--- src/common/cd_defines.svh ---
`ifndef CD_DEFINES_SVH
`define CD_DEFINES_SVH

// Host data word and sector header length field
`define CD_WORD_W 16
`define CD_LEN_W 15

// Word buffer between loader and unpacker
`define CD_FIFO_DEPTH 8
`define CD_CREDIT_W 4

// Mailbox frame fields
`define CD_COMM_W 96
`define CD_DOUT_W 80
`define CD_TAG_W 16

`endif

--- src/common/cd_link_pkg.sv ---
`default_nettype none

`include "cd_defines.svh"

package cd_link_pkg;

  // Tag values of frames sent toward the host
  typedef enum logic [`CD_TAG_W-1:0] {
    LINK_COMM     = 16'h0000,
    LINK_DOUT     = 16'h0001,
    LINK_DATA_END = 16'h0002,
    LINK_RESET    = 16'h00FF
  } link_op_e;

  typedef struct packed {
    logic comm_send;
    logic dout_send;
    logic data_end;
    logic reset_req;
  } link_req_t;

  typedef struct packed {
    logic                  toggle;
    logic [`CD_TAG_W-1:0]  tag;
    logic [`CD_COMM_W-1:0] payload;
  } link_frame_t;

  // Status byte in [7:0], message byte in [15:8]
  typedef struct packed {
    logic        toggle;
    logic [93:0] unused;
    logic        region;
    logic        dout_req;
    logic [15:0] stat;
  } link_status_t;

endpackage

`default_nettype wire

--- src/common/cd_data_pkg.sv ---
`default_nettype none

`include "cd_defines.svh"

package cd_data_pkg;

  // First word of a sector download
  typedef struct packed {
    logic                 dm;
    logic [`CD_LEN_W-1:0] len;
  } sector_hdr_t;

  // Half means only the low byte carries data
  typedef struct packed {
    logic                  half;
    logic                  last;
    logic [`CD_WORD_W-1:0] word;
  } word_beat_t;

  typedef enum logic [1:0] {
    UNPACK_IDLE,
    UNPACK_STROBE,
    UNPACK_GAP,
    UNPACK_NEXT
  } unpack_state_e;

  typedef enum logic [1:0] {
    LOAD_IDLE,
    LOAD_HEADER,
    LOAD_PAYLOAD
  } loader_state_e;

endpackage

`default_nettype wire

--- src/cd_link/cd_mailbox.sv ---
`timescale 1ns/1ps
`default_nettype none

`include "cd_defines.svh"

module cd_mailbox
  import cd_link_pkg::*;
(
  input  wire                  clk_sys_42_95,
  input  wire                  reset,
  input  wire                  cd_en,
  input  wire link_req_t       core_req,
  input  wire [`CD_COMM_W-1:0] cd_comm,
  input  wire [`CD_DOUT_W-1:0] cd_dataout,
  input  wire link_status_t    host_status,
  output link_frame_t          host_frame,
  output logic [15:0]          cd_stat,
  output logic                 cd_stat_get,
  output logic                 cd_dout_req,
  output logic                 cd_region
);

  link_req_t req_q;
  link_req_t req_rise;
  link_op_e  op;
  logic      status_toggle_q;

  assign req_rise = link_req_t'(core_req & ~req_q);

  // Only one edge wins per cycle, others are dropped
  always_comb begin
    op = LINK_RESET;
    if (req_rise.comm_send) begin
      op = LINK_COMM;
    end else if (req_rise.dout_send) begin
      op = LINK_DOUT;
    end else if (req_rise.data_end) begin
      op = LINK_DATA_END;
    end
  end

  always_ff @(posedge clk_sys_42_95) begin
    if (reset) begin
      req_q      <= '0;
      host_frame <= '0;
    end else begin
      req_q <= core_req;
      if (|req_rise) begin
        host_frame.toggle <= ~host_frame.toggle;
        case (op)
          LINK_COMM: begin
            host_frame.payload <= cd_comm;
            host_frame.tag     <= {cd_en, 15'(LINK_COMM)};
          end
          LINK_DOUT: begin
            // Upper payload bits stay from the previous frame
            host_frame.payload[`CD_DOUT_W-1:0] <= cd_dataout;
            host_frame.tag                     <= LINK_DOUT;
          end
          default: host_frame.tag <= op;
        endcase
      end
    end
  end

  // Host status frame, a toggle flip marks a new one
  always_ff @(posedge clk_sys_42_95) begin
    cd_stat_get <= 1'b0;
    cd_dout_req <= 1'b0;
    if (reset) begin
      // Follow the host toggle so leaving reset gives no pulse
      status_toggle_q <= host_status.toggle;
      cd_region       <= 1'b0;
    end else if (host_status.toggle != status_toggle_q) begin
      status_toggle_q <= host_status.toggle;
      cd_stat_get     <= ~host_status.dout_req;
      cd_dout_req     <= host_status.dout_req;
      cd_region       <= host_status.region;
    end
  end

  // Status word is payload only
  always_ff @(posedge clk_sys_42_95) begin
    if (host_status.toggle != status_toggle_q) begin
      cd_stat <= host_status.stat;
    end
  end

endmodule

`default_nettype wire

--- src/cd_data/cd_sector_loader.sv ---
`timescale 1ns/1ps
`default_nettype none

`include "cd_defines.svh"

module cd_sector_loader
  import cd_data_pkg::*;
(
  input  wire                  clk_sys_42_95,
  input  wire                  reset,
  input  wire                  cd_dat_download,
  input  wire                  cdctl_wr,
  input  wire [`CD_WORD_W-1:0] cd_data_out,
  input  wire                  credit_return,
  output logic                 cd_dat_ready,
  output logic                 cd_dm,
  output logic                 push,
  output word_beat_t           beat
);

  localparam logic [`CD_CREDIT_W-1:0] CREDIT_MAX = `CD_FIFO_DEPTH;

  loader_state_e           state;
  sector_hdr_t             hdr;
  logic                    dl_q;
  logic                    dl_rise;
  logic                    wr_ok;
  logic [`CD_CREDIT_W-1:0] credits;
  logic [`CD_LEN_W-1:0]    words_left;
  logic                    odd_len;

  assign hdr     = sector_hdr_t'(cd_data_out);
  assign dl_rise = cd_dat_download & ~dl_q;

  // Payload writes need a free buffer entry
  assign cd_dat_ready = (state == LOAD_HEADER) ||
                        ((state == LOAD_PAYLOAD) && (credits != '0) && (words_left != '0));
  assign wr_ok = cdctl_wr & cd_dat_ready;
  assign push  = wr_ok && (state == LOAD_PAYLOAD);

  always_comb begin
    beat.word = cd_data_out;
    beat.last = (words_left == `CD_LEN_W'(1));
    beat.half = beat.last & odd_len;
  end

  always_ff @(posedge clk_sys_42_95) begin
    if (reset) begin
      state      <= LOAD_IDLE;
      dl_q       <= 1'b0;
      cd_dm      <= 1'b0;
      words_left <= '0;
      odd_len    <= 1'b0;
    end else begin
      dl_q <= cd_dat_download;
      if (dl_rise) begin
        state <= LOAD_HEADER;
      end else begin
        case (state)
          LOAD_HEADER: if (wr_ok) begin
            cd_dm      <= hdr.dm;
            // Byte length rounded up to whole words
            words_left <= (hdr.len >> 1) + {{(`CD_LEN_W-1){1'b0}}, hdr.len[0]};
            odd_len    <= hdr.len[0];
            state      <= LOAD_PAYLOAD;
          end
          LOAD_PAYLOAD: begin
            if (words_left == '0) begin
              state <= LOAD_IDLE;
            end else if (push) begin
              words_left <= words_left - 1'b1;
            end
          end
          default: state <= LOAD_IDLE;
        endcase
      end
    end
  end

  // Credit counter, one spent per push and one back per pop
  always_ff @(posedge clk_sys_42_95) begin
    if (reset) begin
      credits <= CREDIT_MAX;
    end else begin
      case ({push, credit_return})
        2'b10:   credits <= credits - 1'b1;
        2'b01:   credits <= credits + 1'b1;
        default: credits <= credits;
      endcase
    end
  end

endmodule

`default_nettype wire

--- src/cd_data/cd_word_fifo.sv ---
`timescale 1ns/1ps
`default_nettype none

`include "cd_defines.svh"

module cd_word_fifo
  import cd_data_pkg::*;
(
  input  wire             clk_sys_42_95,
  input  wire             reset,
  input  wire             push,
  input  wire word_beat_t beat_in,
  input  wire             pop,
  output word_beat_t      beat_out,
  output logic            not_empty,
  output logic            credit_return
);

  localparam int AW = $clog2(`CD_FIFO_DEPTH);

  word_beat_t    mem [`CD_FIFO_DEPTH];
  logic [AW:0]   wr_ptr;
  logic [AW:0]   rd_ptr;
  logic          do_pop;

  // Extra pointer bit tells full from empty
  assign not_empty = (wr_ptr != rd_ptr);
  assign do_pop    = pop & not_empty;

  // Head entry is always visible
  assign beat_out = mem[rd_ptr[AW-1:0]];

  always_ff @(posedge clk_sys_42_95) begin
    if (push) begin
      mem[wr_ptr[AW-1:0]] <= beat_in;
    end
  end

  always_ff @(posedge clk_sys_42_95) begin
    if (reset) begin
      wr_ptr        <= '0;
      rd_ptr        <= '0;
      credit_return <= 1'b0;
    end else begin
      if (push) begin
        wr_ptr <= wr_ptr + 1'b1;
      end
      if (do_pop) begin
        rd_ptr <= rd_ptr + 1'b1;
      end
      // One credit back per popped word
      credit_return <= do_pop;
    end
  end

endmodule

`default_nettype wire

--- src/cd_data/cd_byte_unpacker.sv ---
`timescale 1ns/1ps
`default_nettype none

`include "cd_defines.svh"

module cd_byte_unpacker
  import cd_data_pkg::*;
(
  input  wire             clk_sys_42_95,
  input  wire             reset,
  input  wire word_beat_t beat,
  input  wire             not_empty,
  output logic            pop,
  output logic [7:0]      cd_data,
  output logic            cd_wr
);

  localparam int BYTE_W = `CD_WORD_W / 2;

  unpack_state_e     state;
  logic [BYTE_W-1:0] hi_byte;
  logic              hi_pending;

  assign pop   = (state == UNPACK_IDLE) && not_empty;
  assign cd_wr = (state == UNPACK_STROBE);

  // Low byte, gap, then high byte unless the word is a half word
  always_ff @(posedge clk_sys_42_95) begin
    if (reset) begin
      state      <= UNPACK_IDLE;
      hi_pending <= 1'b0;
    end else begin
      case (state)
        UNPACK_IDLE: if (not_empty) begin
          hi_pending <= ~beat.half;
          state      <= UNPACK_STROBE;
        end
        UNPACK_STROBE: state <= UNPACK_GAP;
        UNPACK_GAP: begin
          if (hi_pending) begin
            hi_pending <= 1'b0;
            state      <= UNPACK_NEXT;
          end else begin
            state <= UNPACK_IDLE;
          end
        end
        UNPACK_NEXT: state <= UNPACK_STROBE;
        default: state <= UNPACK_IDLE;
      endcase
    end
  end

  // Byte lanes, held steady between strobes
  always_ff @(posedge clk_sys_42_95) begin
    if (pop) begin
      cd_data <= beat.word[BYTE_W-1:0];
      hi_byte <= beat.word[`CD_WORD_W-1:BYTE_W];
    end else if (state == UNPACK_NEXT) begin
      cd_data <= hi_byte;
    end
  end

endmodule

`default_nettype wire

--- src/hw/cd_bridge_top.sv ---
`timescale 1ns/1ps
`default_nettype none

`include "cd_defines.svh"

module cd_bridge_top
  import cd_link_pkg::*;
  import cd_data_pkg::*;
(
  input  wire                    clk_sys_42_95,
  input  wire                    reset,
  input  wire                    cd_en,
  input  wire link_status_t      host_status,
  input  wire link_req_t         core_req,
  input  wire [`CD_COMM_W-1:0]   cd_comm,
  input  wire [`CD_DOUT_W-1:0]   cd_dataout,
  input  wire                    cd_dat_download,
  input  wire                    cdctl_wr,
  input  wire [`CD_WORD_W-1:0]   cd_data_out,
  output link_frame_t            host_frame,
  output logic [15:0]            cd_stat,
  output logic                   cd_stat_get,
  output logic                   cd_dout_req,
  output logic                   cd_region,
  output logic                   cd_dat_ready,
  output logic [7:0]             cd_data,
  output logic                   cd_wr,
  output logic                   cd_dm
);

  logic       push;
  word_beat_t beat_push;
  logic       pop;
  word_beat_t beat_pop;
  logic       not_empty;
  logic       credit_return;

  // Host mailbox, independent of the sector data path
  cd_mailbox u_mailbox (
    .clk_sys_42_95 (clk_sys_42_95),
    .reset         (reset),
    .cd_en         (cd_en),
    .core_req      (core_req),
    .cd_comm       (cd_comm),
    .cd_dataout    (cd_dataout),
    .host_status   (host_status),
    .host_frame    (host_frame),
    .cd_stat       (cd_stat),
    .cd_stat_get   (cd_stat_get),
    .cd_dout_req   (cd_dout_req),
    .cd_region     (cd_region)
  );

  cd_sector_loader u_loader (
    .clk_sys_42_95   (clk_sys_42_95),
    .reset           (reset),
    .cd_dat_download (cd_dat_download),
    .cdctl_wr        (cdctl_wr),
    .cd_data_out     (cd_data_out),
    .credit_return   (credit_return),
    .cd_dat_ready    (cd_dat_ready),
    .cd_dm           (cd_dm),
    .push            (push),
    .beat            (beat_push)
  );

  cd_word_fifo u_fifo (
    .clk_sys_42_95 (clk_sys_42_95),
    .reset         (reset),
    .push          (push),
    .beat_in       (beat_push),
    .pop           (pop),
    .beat_out      (beat_pop),
    .not_empty     (not_empty),
    .credit_return (credit_return)
  );

  cd_byte_unpacker u_unpacker (
    .clk_sys_42_95 (clk_sys_42_95),
    .reset         (reset),
    .beat          (beat_pop),
    .not_empty     (not_empty),
    .pop           (pop),
    .cd_data       (cd_data),
    .cd_wr         (cd_wr)
  );

endmodule

`default_nettype wire

--- config.mk ---
export PLATFORM = sky130hd
export DESIGN_NAME = cd_bridge_top
export DESIGN_NICKNAME = d
export VERILOG_FILES = /design/src/common/cd_link_pkg.sv /design/src/common/cd_data_pkg.sv /design/src/cd_link/cd_mailbox.sv /design/src/cd_data/cd_sector_loader.sv /design/src/cd_data/cd_word_fifo.sv /design/src/cd_data/cd_byte_unpacker.sv /design/src/hw/cd_bridge_top.sv
export VERILOG_INCLUDE_DIRS = /design/src /design/src/common
export SDC_FILE = /design/constraint.sdc
export NUM_CORES = 1
export LEC_CHECK = 0
export BUFFER_PORTS_ARGS = -buffer_cell sky130_fd_sc_hd__buf_4
export CORE_AREA = 4 4 175 177
export CTS_CLUSTER_SIZE = 25
export DETAILED_ROUTE_END_ITERATION = 6
export DIE_AREA = 0 0 179 181
export PLACE_DENSITY = 0.76
export SLEW_MARGIN = 40
export SYNTH_ARGS = -nofsm -noshare
export SYNTH_HDL_FRONTEND = slang
export SYNTH_HIERARCHICAL = 1
export SYNTH_SLANG_ARGS = --single-unit
export TNS_END_PERCENT = 5
--- constraint.sdc ---
create_clock -name clk_sys_42_95 -period 4.7 [get_ports clk_sys_42_95]
set_clock_uncertainty 0.2 [all_clocks]
set_input_delay 1.41 -clock clk_sys_42_95 [delete_from_list [all_inputs] [get_ports clk_sys_42_95]]
set_output_delay 1.41 -clock clk_sys_42_95 [all_outputs]
set_load 0.01 [all_outputs]
# [Yosys cells after proc, flatten, opt, wreduce, memory -nomap -nowiden]
# Memories as Yosys holds them, arrays and structs flattened. A register that Yosys moved wholly into a read port is not among the register bits.
# Cells that the tools add are included.
[totals] register_bits=189 mem_bits_rw=144 inputBits=314 elab_cells=117 memories=1
[op_classes] add_sub_neg=6 n_eq_ne=18 mux=27 n_bitwise=12 reduce_logical=26
[memory_table] name="u_fifo.mem" depth=8 width=18 rd=1 rd_ports_with_merged_regs=1 write_ports=1 line_no="cd_word_fifo.sv:21" rtl="word_beat_t mem [`CD_FIFO_DEPTH];"
[ops] operator="one-hot mux 80 bit (2 select lines)" n=1
[ops] operator="two-way mux 15 bit" n=3
[ops] operator="two-way mux 16 bit" n=2
[ops] operator="one-hot mux 16 bit (2 select lines)" n=1
[ops] operator="one-hot mux 15 bit (2 select lines)" n=1
[ops] operator="two-way mux 8 bit" n=3
[ops] operator="== test 16 x 1 -> 1 bit, second input constant" n=1
[ops] operator="zero test 16 bit" n=1
[ops] operator="adder 14 x 1 -> 15 bit" n=1
[ops] operator="== test 15 x 1 -> 1 bit, second input constant" n=1
[ops] operator="zero test 15 bit" n=1
[ops] operator="nonzero test 15 bit" n=1
[ops] operator="subtractor 15 x 1 -> 15 bit, second input constant" n=1
[ops] operator="adder 4 x 1 -> 4 bit, second input constant" n=3
[ops] operator="nonzero test 2 bit" n=6
[ops] operator="AND reduction 2 bit" n=5
[ops] operator="== test 2 bit, second input constant" n=4
[ops] operator="two-way mux 2 bit" n=4
[ops] operator="one-hot mux 2 bit (4 select lines)" n=1
[ops] operator="one-hot mux 4 bit (2 select lines)" n=1
[ops] operator="== test 2 x 1 -> 1 bit, second input constant" n=3
[ops] operator="two-way mux 1 bit" n=6
[ops] operator="two-way mux 3 bit" n=2
[ops] operator="inequality test 2 bit, second input constant" n=3
[ops] operator="other kinds (20)" n=33

# [Longest topological paths before layout]
# Gate-level depths: netlist of run 1.
[logic_depth] depth_word=9 depth_mapped=14 mapped_depth_nobuf=14

# [By module]
# Netlist of run 1, hierarchy kept.
[by_module_without_submodules] module="cd_word_fifo" instances=1 cells_each=271 area_per_inst_um2=6055.8 seq_area_each_um2=4564.4
[by_module_without_submodules] module="cd_mailbox" instances=1 cells_each=589 area_per_inst_um2=5026.1 seq_area_each_um2=2672.6
[by_module_without_submodules] module="cd_sector_loader" instances=1 cells_each=231 area_per_inst_um2=1800.5 seq_area_each_um2=480.5
[by_module_without_submodules] module="cd_byte_unpacker" instances=1 cells_each=52 area_per_inst_um2=890.9 seq_area_each_um2=540.5

# [Worst setup path before layout of run 1]
# OpenSTA, ideal clock, no wires.
[synth_timing] path_kind="input-to-reg" from="in cdctl_wr" to="mem u_fifo/mem[0][0] in the netlist's numbering (enable)" arrival_time_ps=3023 required_ps=4084 path_slack_ps=1061 path_stages=4 path_cell_list="nand3_1 inv_1 nand2b_1 nor3_1"
[synth_between] elab_chain_cells=4
[synth_lines] item="from (decl)" line_no="cd_bridge_top.sv:18" rtl="input wire cdctl_wr,"
[synth_lines] item="bitwise AND 1 bit" line_no="cd_sector_loader.sv:38" rtl="assign wr_ok = cdctl_wr & cd_dat_ready;"
[synth_lines] item="logical AND 1 bit" line_no="cd_sector_loader.sv:39" rtl="assign push = wr_ok && (state == LOAD_PAYLOAD);"
[synth_lines] item="net push" line_no="cd_bridge_top.sv:31" rtl="logic push;"
[synth_lines] item="two-way mux 1 bit" line_no="cd_word_fifo.sv:34" rtl="if (push) begin"
[synth_lines] item="two-way mux 1 bit (implied by the code)" line_no="cd_word_fifo.sv:35" rtl="mem[wr_ptr[AW-1:0]] <= beat_in;"
[synth_lines] item="to (decl)" line_no="cd_word_fifo.sv:21"
# The timed path passes the listed nets, and every way through them passes these cells.

# [Final worst setup path of run 1]
[layout_timing] from="reg u_loader.words_left[0]" to="out cd_dat_ready"
[layout_between] elab_chain_cells=3
[layout_lines] item="from (decl)" line_no="cd_sector_loader.sv:29" rtl="logic [`CD_LEN_W-1:0] words_left;"
[layout_lines] item="from (signal assigned)" line_no="cd_sector_loader.sv:63" rtl="words_left <= (hdr.len >> 1) + {{(`CD_LEN_W-1){1'b0}}, hdr.len[0]};"
[layout_lines] item="from (signal assigned)" line_no="cd_sector_loader.sv:71" rtl="words_left <= words_left - 1'b1;"
[layout_lines] item="nonzero test 15 bit" line_no="cd_sector_loader.sv:37" rtl="((state == LOAD_PAYLOAD) && (credits != '0) && (words_left != '0));"
[layout_lines] item="logical AND 1 bit" line_no="cd_sector_loader.sv:37"
[layout_lines] item="logical OR 1 bit" line_no="cd_sector_loader.sv:36" rtl="assign cd_dat_ready = (state == LOAD_HEADER) ||"
[layout_lines] item="to (decl)" line_no="cd_bridge_top.sv:25" rtl="output logic cd_dat_ready,"
# Every way passes these cells.

==> summary.txt, run 1 <==
==================================================================================================
Data arrival time of the critical path                                                     2.29 ns
Worst Setup Start Kind                                                                   flip-flop
Pin count of the biggest net entering global routing                                            81
CP Capture Type                                                                        output port
Clock transition time at the flip-flop clock pins of the worst setup and hold paths        0.06 ns
Via count of the first global-routing pass                                                   10.1k
Sum of negative setup slack                                                                   0 ns
Total grt overflow                                                                               0
Number of instances resized during post-cts repair                                               0
Result of the run                                                                     complete, no violations
Commonest non-fill, non-tap cell in the layout                                        sky130_fd_sc_hd__buf_4
Critical Path Source                                                                  u_loader/words_left[0]$_SDFFE_PP0P_
Vias after detailed routing                                                                  10.1k
Worst hold path stage count                                                                      2
Switch share                                                                                 24.0%
Number of failing hold endpoints at the final stage                                              0
Post-route minimum period                                                                  3.90 ns
Top library cells by usage in the layout, fill and taps aside                         sky130_fd_sc_hd__buf_4 (372), sky130_fd_sc_hd__nand2_1 (210), sky130_fd_sc_hd__edfxtp_1 (169)
Relative contribution of sequential cells to total power                                     47.2%
Initial standard-cell utilization of the core                                                46.1%
Wire length of the first global-routing pass                                               56.7 mm
Clock network fraction of design power                                                       41.7%
Global-route usage over all layers                                                           22.2%
Wire length after detailed routing                                                         37.2 mm
Post-detail-place hpwl                                                                     25.4 mm
Layout Cell Area excl Fill                                                              17400 um^2
Share of power burned in combinational logic                                                 11.2%
Placed instance area                                                                    16200 um^2
Count of hold-fix buffers inserted at cts                                                        0
Number of CTS-inserted buffers                                                                  35
Internal reg-to-reg setup slack                                                            1.23 ns
Final antenna diode count                                                                        0
CTS Sinks                                                                                      316
Detailed router's first-iteration violation count                                              774
Routed wirelength normalized by instance count                                             20.0 um
Max-cap viol count                                                                               0
Req. time, crit path                                                                       3.09 ns
Number of I/O pins                                                                             457
Master cell of the clock root buffer                                                  sky130_fd_sc_hd__clkbuf_16
Critical path class                                                                     reg -> out
Worst r2r src                                                                         u_loader/words_left[0]$_SDFFE_PP0P_
Number of fill cells in the layout                                                            2314
Total setup buffers inserted after CTS                                                           0
Residual DRC count                                                                               0
DIE HEIGHT                                                                                  181 um
Count of final max-slew check failures                                                           0
Net switching component of the power                                                       1560 uW
Warnings, synthesis                                                                              6
Clock latency at the later pin of the worst-skew pair                                      0.53 ns
Number of cell instances on the worst register-to-register path                                 10
Power Density                                                                          374 nW/um^2
Ratio of final minimum period to clock period                                                82.9%
Per-instance average area after synthesis                                                11.9 um^2
Number of I/O port buffers                                                                     355
Slew at the pin with the worst max-slew slack                                             0.811 ns
Max Root-Sink Buffers                                                                            3
Worst min-delay path class                                                              reg -> reg
Area growth from synthesis to layout                                                         29.0%
Post-DRT Antenna Nets                                                                            0
First drt pass iteration count                                                                   5
RSZ-0062 raised after global routing                                                         false
Worst vdd ir                                                                            0.000213 V
Placed cell count                                                                             1799
Fraction of layout instances using a drive strength above 1                                  33.1%
Int Power                                                                                  4940 uW
Non-filler instance count after layout                                                        1863
Maximum level of the CTS H-tree                                                                  2
Vias per cell                                                                                 5.43
Maximum clock frequency                                                                    257 MHz
Reported leakage power                                                                  0.00684 uW
CTS tree                                                                                      done
Core Area                                                                               29200 um^2
GPL Wtd Cong                                                                                 0.890
Nets                                                                                          1776
Combined area of all synthesized cells                                                  13500 um^2
Number of setup violations in the final report                                                   0
Start point of the worst min-delay path                                               u_mailbox/host_frame[82]$_SDFFE_PP0P_
Synthesized instance count                                                                    1131
Width of the chip                                                                           179 um
Maximum fanout count along the critical path                                                     5
Antenna violations before repair                                                                 0
Worst slew slack as a fraction of its limit                                                  46.0%
Overall die area                                                                        32400 um^2
FP Rows                                                                                         63
==================================================================================================
-- sequential cells by signal, indices dropped and copies added, names as in the netlist, 8 cells and up, named ones only --
signal                count
u_loader/words_left      15
u_mailbox/host_frame    101
u_fifo/mem              136
u_unpacker/cd_data        8
u_unpacker/hi_byte        8
u_mailbox/cd_stat        16
-- worst max-delay path, stage by stage (launching register included) --
cell	delay (ns)
sky130_fd_sc_hd__dfxtp_1	0.35
sky130_fd_sc_hd__inv_1	0.12
sky130_fd_sc_hd__ha_1	0.25
sky130_fd_sc_hd__nor4b_1	0.32
sky130_fd_sc_hd__and4_1	0.33
sky130_fd_sc_hd__nor3_1	0.09
sky130_fd_sc_hd__a21o_1	0.18
sky130_fd_sc_hd__buf_4	0.15
-- stage by stage --
stage	utilization, %	setup WS [ns]	hold WS (ns)	power [uW]
after global routing	59.4	0.646	0.277	6740
after floorplan	-	1.13	0.255	3460
after detailed placement	55.5	1.29	0.250	3840
after CTS	59.4	0.787	0.258	6540
final	59.4	0.803	0.259	6500
after global placement	55.5	1.31	0.244	3820
-- routing by layer --
metal / routed length (um) / up-vias / share of wire (%) / global-route usage, %
li1: - / 4741 / - / -
met1: 15500 / 4895 / 42 / 29.8
met2: 17900 / 414 / 48 / 36.2
met3: 2730 / 73 / 7.3 / 4.90
met4: 1050 / 0 / 2.8 / 6.42
met5: 0 / - / 0 / 0
-- power groups by stage --
stage | clock network, uW | registers [uW] | logic, uW
floorplan | 0 | 3150 | 314
global placement | 0 | 3120 | 705
detailed placement | 0 | 3120 | 721
CTS | 2760 | 3060 | 725
global route | 2880 | 3070 | 789
finish | 2710 | 3060 | 725
-- worst paths after layout --
check | to
worst max-delay path | cd_dat_ready
worst min-delay path | u_mailbox/host_frame[82]$_SDFFE_PP0P_
worst max register to register | u_fifo/mem[7][13]$_DFFE_PP_
worst min register to register | u_mailbox/host_frame[82]$_SDFFE_PP0P_
-- area by class of cell --
cell class	count	area, um^2	area share (%)
clock buffers	47	941	5.42
repair buffers	374	2830	16.3
inverters	14	52.6	0.302
flip-flops and latches	316	8020	46.2
multi-input cells	705	4840	27.9
clock inverters	17	196	1.13
well taps	390	488	2.81
No activity file was read; power rests on OpenSTA's default activity.
==> run 2: changes to the inputs <==
==> constraint.sdc (replaced) <==
create_clock -name clk_sys_42_95 -period 3.95 [get_ports clk_sys_42_95]
set_clock_uncertainty 0.2 [all_clocks]
set_input_delay 1.185 -clock clk_sys_42_95 [delete_from_list [all_inputs] [get_ports clk_sys_42_95]]
set_output_delay 1.185 -clock clk_sys_42_95 [all_outputs]
set_load 0.01 [all_outputs]
==> summary.txt, run 2 (synthesis gave the netlist of run 1 again) <==
==================================================================================================
Result of the run                                                                     finished with violations
Violations in the final reports                                                       design-rule violations
Master cell of the clock root buffer                                                  sky130_fd_sc_hd__clkbuf_16
Post-detail-place hpwl                                                                     25.2 mm   -0.86%
Number of buffers and inverters on the critical path                                             2   unchanged
First drt pass iteration count                                                                   7   +2
Clock latency at the later pin of the worst-skew pair                                      0.53 ns   about the same
Number of I/O pins                                                                             457   unchanged
Ratio of final minimum period to clock period                                                91.9%
Commonest non-fill, non-tap cell in the layout                                        sky130_fd_sc_hd__buf_4
Worst slew slack as a fraction of its limit                                                  55.8%   +9.9 points
Critical Path Source                                                                  u_loader/words_left[0]$_SDFFE_PP0P_
Initial standard-cell utilization of the core                                                46.1%   unchanged
Number of failing hold endpoints at the final stage                                              0   unchanged
Delay of the slowest critical-path stage                                                   0.34 ns   about the same
Data arrival time of the critical path                                                     2.25 ns   -0.04 ns
Routed wirelength normalized by instance count                                             19.7 um   -1.5%
GPL Wtd Cong                                                                                 0.879   -1.2%
Width of the chip                                                                           179 um   unchanged
Area of the multi-input gates                                                            4840 um^2   about the same
Number of I/O port buffers                                                                     355   unchanged
Count of hold-fix buffers inserted at cts                                                        0   unchanged
Top library cells by usage in the layout, fill and taps aside                         sky130_fd_sc_hd__buf_4 (371), sky130_fd_sc_hd__nand2_1 (210), sky130_fd_sc_hd__edfxtp_1 (169)
Worst Setup Start Kind                                                                   flip-flop
Fraction of layout instances using a drive strength above 1                                  33.3%   +0.27 points
Number of CTS-inserted buffers                                                                  36   +2.9%
Vias per cell                                                                                 5.42   -0.34%
Wire length of the first global-routing pass                                               56.1 mm   -1.1%
Final antenna diode count                                                                        0   unchanged
Maximum fanout count along the critical path                                                     5   unchanged
Residual DRC count                                                                               1   +1
Detailed router's first-iteration violation count                                              706   -8.8%
CP max stage cell                                                                     sky130_fd_sc_hd__dfxtp_1
Number of instances resized during post-cts repair                                               0   unchanged
Overall die area                                                                        32400 um^2   unchanged
CTS tree                                                                                      done
Pin count of the biggest net entering global routing                                            73   -9.9%
FP Rows                                                                                         63   unchanged
Post-route minimum period                                                                  3.63 ns
Non-filler instance count after layout                                                        1869   +0.32%
Worst r2r src                                                                         u_loader/words_left[0]$_SDFFE_PP0P_
Worst vdd ir                                                                            0.000249 V   +17%
Critical path class                                                                     reg -> out
Area growth from synthesis to layout                                                         29.8%
Total grt overflow                                                                               0   unchanged
Number of fill cells in the layout                                                            2291   -0.99%
Cell class contributing the biggest share of worst-path delay                         simple AND/OR/NAND/NOR gates
Nets                                                                                          1781   +0.28%
Req. time, crit path                                                                       2.56 ns   -0.53 ns
CTS Sinks                                                                                      316   unchanged
Placed cell count                                                                             1803   +0.22%
Count of final max-slew check failures                                                           0   unchanged
Max-cap viol count                                                                               0   unchanged
Worst min-delay path class                                                              reg -> reg
Via count of the first global-routing pass                                                    9905   -1.5%
Flip-flop and latch area                                                                 8020 um^2   unchanged
Vias after detailed routing                                                                  10.1k   -0.020%
Total setup buffers inserted after CTS                                                           0   unchanged
Reported leakage power                                                                  0.00688 uW   +0.67%
RSZ-0062 raised after global routing                                                         false
Slew at the pin with the worst max-slew slack                                             0.663 ns   -0.148 ns
Max Root-Sink Buffers                                                                            3   unchanged
Number of flip-flops in the largest register                                                   136   unchanged
Clock transition time at the flip-flop clock pins of the worst setup and hold paths        0.06 ns   about the same
Number of setup violations in the final report                                                   0   unchanged
Post-DRT Antenna Nets                                                                            0   unchanged
Maximum clock frequency                                                                    275 MHz
CP Capture Type                                                                        output port
Antenna violations before repair                                                                 0   unchanged
DIE HEIGHT                                                                                  181 um   unchanged
Power Density                                                                          442 nW/um^2   +18%
Global-route usage over all layers                                                           22.0%   -0.15 points
Sum of negative setup slack                                                                   0 ns   unchanged
Start point of the worst min-delay path                                               u_mailbox/host_frame[84]$_SDFFE_PP0P_
Wire length after detailed routing                                                         36.7 mm   -1.2%
Maximum level of the CTS H-tree                                                                  2   unchanged
Ordered cell list for the critical path                                               inv_1 > ha_1 > nor4b_1 > and4_1 > nor3_1 > a21o_1 > buf_4
Core Area                                                                               29200 um^2   unchanged
==================================================================================================
## run 2: cell types whose count changed in the layout (fill, tap and decap cells not counted), sizes merged
cell      previous run  this run
buf                374       378
clkinvlp             0         3
bufinv               3         1
clkinv              13        14
## run 2: per-stage QoR
step / worst slack [ns] / power [uW] / hold WS, ns / cell area [um^2] / utilization [%]
after CTS: 0.292 / 7790 / 0.257 / 17500 / 59.8
after floorplan: 0.489 / 4120 / 0.255 / 13500 / -
after global routing: 0.128 / 8050 / 0.274 / 17500 / 59.8
final: 0.320 / 7730 / 0.256 / 17500 / 59.8
after detailed placement: 0.685 / 4570 / 0.249 / 16300 / 55.8
after global placement: 0.733 / 4560 / 0.243 / 16300 / 55.8
## run 2: worst paths after layout
check,slack (ns),cells after the start,to
max,0.32,7,cd_dat_ready
min,0.26,2,u_mailbox/host_frame[84]$_SDFFE_PP0P_
max reg2reg,0.68,14,u_loader/credits[3]$_SDFFE_PP1P_
min reg2reg,0.26,2,u_mailbox/host_frame[84]$_SDFFE_PP0P_
## run 2: area by class of cell
class,count,area share [%]
inverter,14,0.301
multi-input combinational,705,27.7
clock buffer,47,5.75
timing repair buffer,378,16.7
clock inverter,19,0.880
sequential,316,45.9
tap,390,2.79
## run 2: per-layer routing
metal  wire (um)  up-vias  track usage, %
met1       15100     4841            29.5
met5           0        -               0
met4         990        0            6.39
met3        3190       72            5.78
li1            -     4747               -
met2       17500      461            35.4
## run 2: report_power, final
group	internal [uW]	switching (uW)	leakage [uW]
combinational	416	453	0.00358
sequential	3570	72.1	0.00274
clock	1880	1330	0.000560
total	5870	1850	0.00688
## run 2: tightest hold or removal path, cell delays in order, from the launching register on
cell and delay (ns):
sky130_fd_sc_hd__dfxtp_1 0.31, sky130_fd_sc_hd__nand2_1 0.05, sky130_fd_sc_hd__a21oi_1 0.05
==> run 3: changes to the inputs <==
--- a/config.mk
+++ b/config.mk
@@ -7,11 +7,12 @@
 export NUM_CORES = 1
 export LEC_CHECK = 0
 export BUFFER_PORTS_ARGS = -buffer_cell sky130_fd_sc_hd__buf_4
-export CORE_AREA = 4 4 175 177
+export CORE_ASPECT_RATIO = 0.7
+export CORE_MARGIN = 4
+export CORE_UTILIZATION = 51
 export CTS_CLUSTER_SIZE = 25
 export DETAILED_ROUTE_END_ITERATION = 6
-export DIE_AREA = 0 0 179 181
-export PLACE_DENSITY = 0.76
+export PLACE_DENSITY = 0.81
 export SLEW_MARGIN = 40
 export SYNTH_ARGS = -nofsm -noshare
 export SYNTH_HDL_FRONTEND = slang
==> summary.txt, run 3 (synthesis gave the netlist of run 1 again) <==
==================================================================================================
Wire length of the first global-routing pass                                               55.2 mm   -1.5%
Count of final max-slew check failures                                                           0   unchanged
CTS Sinks                                                                                      316   unchanged
Global Route met1 Usage                                                                      33.5%   +4.0 points
Residual DRC count                                                                               0   -1
Endpoint of the lowest-slack register-to-register path                                u_loader/credits[3]$_SDFFE_PP1P_
Maximum level of the CTS H-tree                                                                  1   -1
Reported leakage power                                                                  0.00685 uW   -0.54%
Number of failing hold endpoints at the final stage                                              0   unchanged
Commonest non-fill, non-tap cell in the layout                                        sky130_fd_sc_hd__buf_4
Worst min-delay path class                                                              reg -> reg
Maximum clock frequency                                                                    273 MHz   -0.81%
Clock latency at the later pin of the worst-skew pair                                      0.56 ns   +0.03 ns
CP Capture Type                                                                        output port
Grt peak-use layer                                                                            met2
Post-detail-place hpwl                                                                     25.7 mm   +2.0%
Worst slack at placement                                                                  0.678 ns   -0.00643 ns
Worst Setup Start Kind                                                                   flip-flop
Vias per cell                                                                                 5.54   +2.2%
Width of the chip                                                                           202 um   +13%
Clock transition time at the flip-flop clock pins of the worst setup and hold paths        0.06 ns   about the same
Placed instance area                                                                    16300 um^2   -0.34%
CTS tree                                                                                      done
Number of flip-flops in the largest register                                                   136   unchanged
Number of CTS-inserted buffers                                                                  31   -14%
Core Area                                                                               25800 um^2   -12%
Slew at the pin with the worst max-slew slack                                             0.809 ns   +0.147 ns
Fraction of layout instances using a drive strength above 1                                  33.3%   -0.068 points
Number of I/O port buffers                                                                     355   unchanged
Max Root-Sink Buffers                                                                            3   unchanged
Wire length after detailed routing                                                         37.7 mm   +2.7%
Initial standard-cell utilization of the core                                                52.2%   +6.1 points
Data arrival time of the critical path                                                     2.28 ns   +0.03 ns
Share of the core filled with cells in the final layout                                      67.3%   +7.6 points
Vias after detailed routing                                                                  10.1k   +0.15%
Area growth from synthesis to layout                                                         29.0%
Post-route minimum period                                                                  3.66 ns   +0.0298 ns
Top library cells by usage in the layout, fill and taps aside                         sky130_fd_sc_hd__buf_4 (375), sky130_fd_sc_hd__nand2_1 (210), sky130_fd_sc_hd__edfxtp_1 (169)
Hold endpoint                                                                         u_mailbox/host_frame[94]$_SDFFE_PP0P_
First drt pass iteration count                                                                   5   -2
Total setup buffers inserted after CTS                                                           0   unchanged
Global-route usage over all layers                                                           24.1%   +2.1 points
Antenna violations before repair                                                                 0   unchanged
Max-cap viol count                                                                               0   unchanged
Overall die area                                                                        29100 um^2   -10%
Worst vdd ir                                                                            0.000360 V   +45%
Critical Path Source                                                                  u_loader/words_left[0]$_SDFFE_PP0P_
Sum of negative setup slack                                                                   0 ns   unchanged
Met2 Track Usage GR                                                                          38.6%   +3.1 points
Total grt overflow                                                                               0   unchanged
Post-DRT Antenna Nets                                                                            0   unchanged
Count of hold-fix buffers inserted at cts                                                        0   unchanged
Critical path class                                                                     reg -> out
Start point of the worst min-delay path                                               u_mailbox/host_frame[94]$_SDFFE_PP0P_
Global-route track usage on met3                                                             6.12%   +0.34 points
Ratio of final minimum period to clock period                                                92.7%   +0.75 points
Routed wirelength normalized by instance count                                             20.6 um   +4.8%
Number of setup violations in the final report                                                   0   unchanged
Req. time, crit path                                                                       2.56 ns   about the same
Result of the run                                                                     complete, no violations
Worst hold path stage count                                                                      2   unchanged
Pin count of the biggest net entering global routing                                            82   +12%
FP Rows                                                                                         49   -22%
Final worst slack                                                                         0.290 ns   -0.0298 ns
Layout Cell Area excl Fill                                                              17400 um^2   -0.59%
Power Density                                                                          441 nW/um^2   -0.20%
Internal reg-to-reg setup slack                                                            0.65 ns   -0.03 ns
DIE HEIGHT                                                                                  144 um   -20%
Via count of the first global-routing pass                                                    9692   -2.2%
Nets                                                                                          1778   -0.17%
RSZ-0062 raised after global routing                                                         false
Worst slew slack as a fraction of its limit                                                  46.0%   -9.8 points
Number of cell instances on the worst register-to-register path                                 14   unchanged
Worst r2r src                                                                         u_loader/words_left[0]$_SDFFE_PP0P_
GPL Wtd Cong                                                                                 0.867   -1.4%
Master cell of the clock root buffer                                                  sky130_fd_sc_hd__clkbuf_16
Total power consumption of the routed design                                               7660 uW   -0.80%
Detailed router's first-iteration violation count                                              737   +4.4%
Maximum fanout count along the critical path                                                     5   unchanged
Number of I/O pins                                                                             457   unchanged
==================================================================================================
[run 3: changes by cell type in the layout (fill, tap and decap cells not counted), moves of 2 or more]
cell | previous run | this run
sky130_fd_sc_hd__buf_12 | 7 | 5
sky130_fd_sc_hd__buf_4 | 371 | 375
sky130_fd_sc_hd__clkinv_2 | 5 | 1
sky130_fd_sc_hd__clkbuf_16 | 38 | 32
sky130_fd_sc_hd__clkbuf_1 | 7 | 3
sky130_fd_sc_hd__bufinv_16 | 1 | 6
[run 3: repair_timing]
item,4_1_cts,5_1_grt
endpoints found under the setup margin,0,1
resized for setup,0,1
hold endpoints to repair,0,0
[run 3: metal layers]
metal  wire [um]  up-vias
met1       15200     4850
li1            -     4740
met2       18100      467
met5           0        -
met4        1170        0
met3        3270       79
[run 3: power breakdown]
| part | leakage [uW] | internal, uW | switching, uW | total [uW] |
|---|---|---|---|---|
| Clock | 0.000521 | 1890 | 1260 | 3150 |
| Combinational | 0.00358 | 416 | 457 | 873 |
| Sequential | 0.00274 | 3570 | 68.8 | 3640 |
[run 3: worst max path at each step]
stage                                        to  slack, ns
5_1_grt                            cd_dat_ready       0.12
4_1_cts                            cd_dat_ready       0.16
6_report                           cd_dat_ready       0.29
3_3_place_gp   u_loader/credits[3]$_SDFFE_PP1P_       0.77
3_5_place_dp   u_loader/credits[3]$_SDFFE_PP1P_       0.68
2_1_floorplan        u_fifo/mem[0][0]$_DFFE_PP_       0.49
[run 3: layout make-up]
cell class                 count  area (um^2)
timing repair buffer         380         2920
clock buffer                  36          826
inverter                      14         52.6
antenna                        1         2.50
multi-input combinational    705         4840
sequential                   316         8020
clock inverter                22          275
tap                          357          447
fill                        1849         8430
[run 3: worst max-delay path, cell delays in order, from the launching register on]
cell and delay [ns]:
sky130_fd_sc_hd__dfxtp_1 0.33, sky130_fd_sc_hd__inv_1 0.11, sky130_fd_sc_hd__ha_1 0.24, sky130_fd_sc_hd__nor4b_2 0.29, sky130_fd_sc_hd__and4_1 0.33, sky130_fd_sc_hd__nor3_1 0.09
sky130_fd_sc_hd__a21o_1 0.18, sky130_fd_sc_hd__buf_4 0.14
[run 3: metrics by stage]
| stage | hold slack [ns] | std cells |
|---|---|---|
| floorplan | 0.255 | 1137 |
| global placement | 0.242 | 1772 |
| detailed placement | 0.249 | 1772 |
| CTS | 0.258 | 1830 |
| global route | 0.278 | 1830 |
| finish | 0.253 | 1831 |
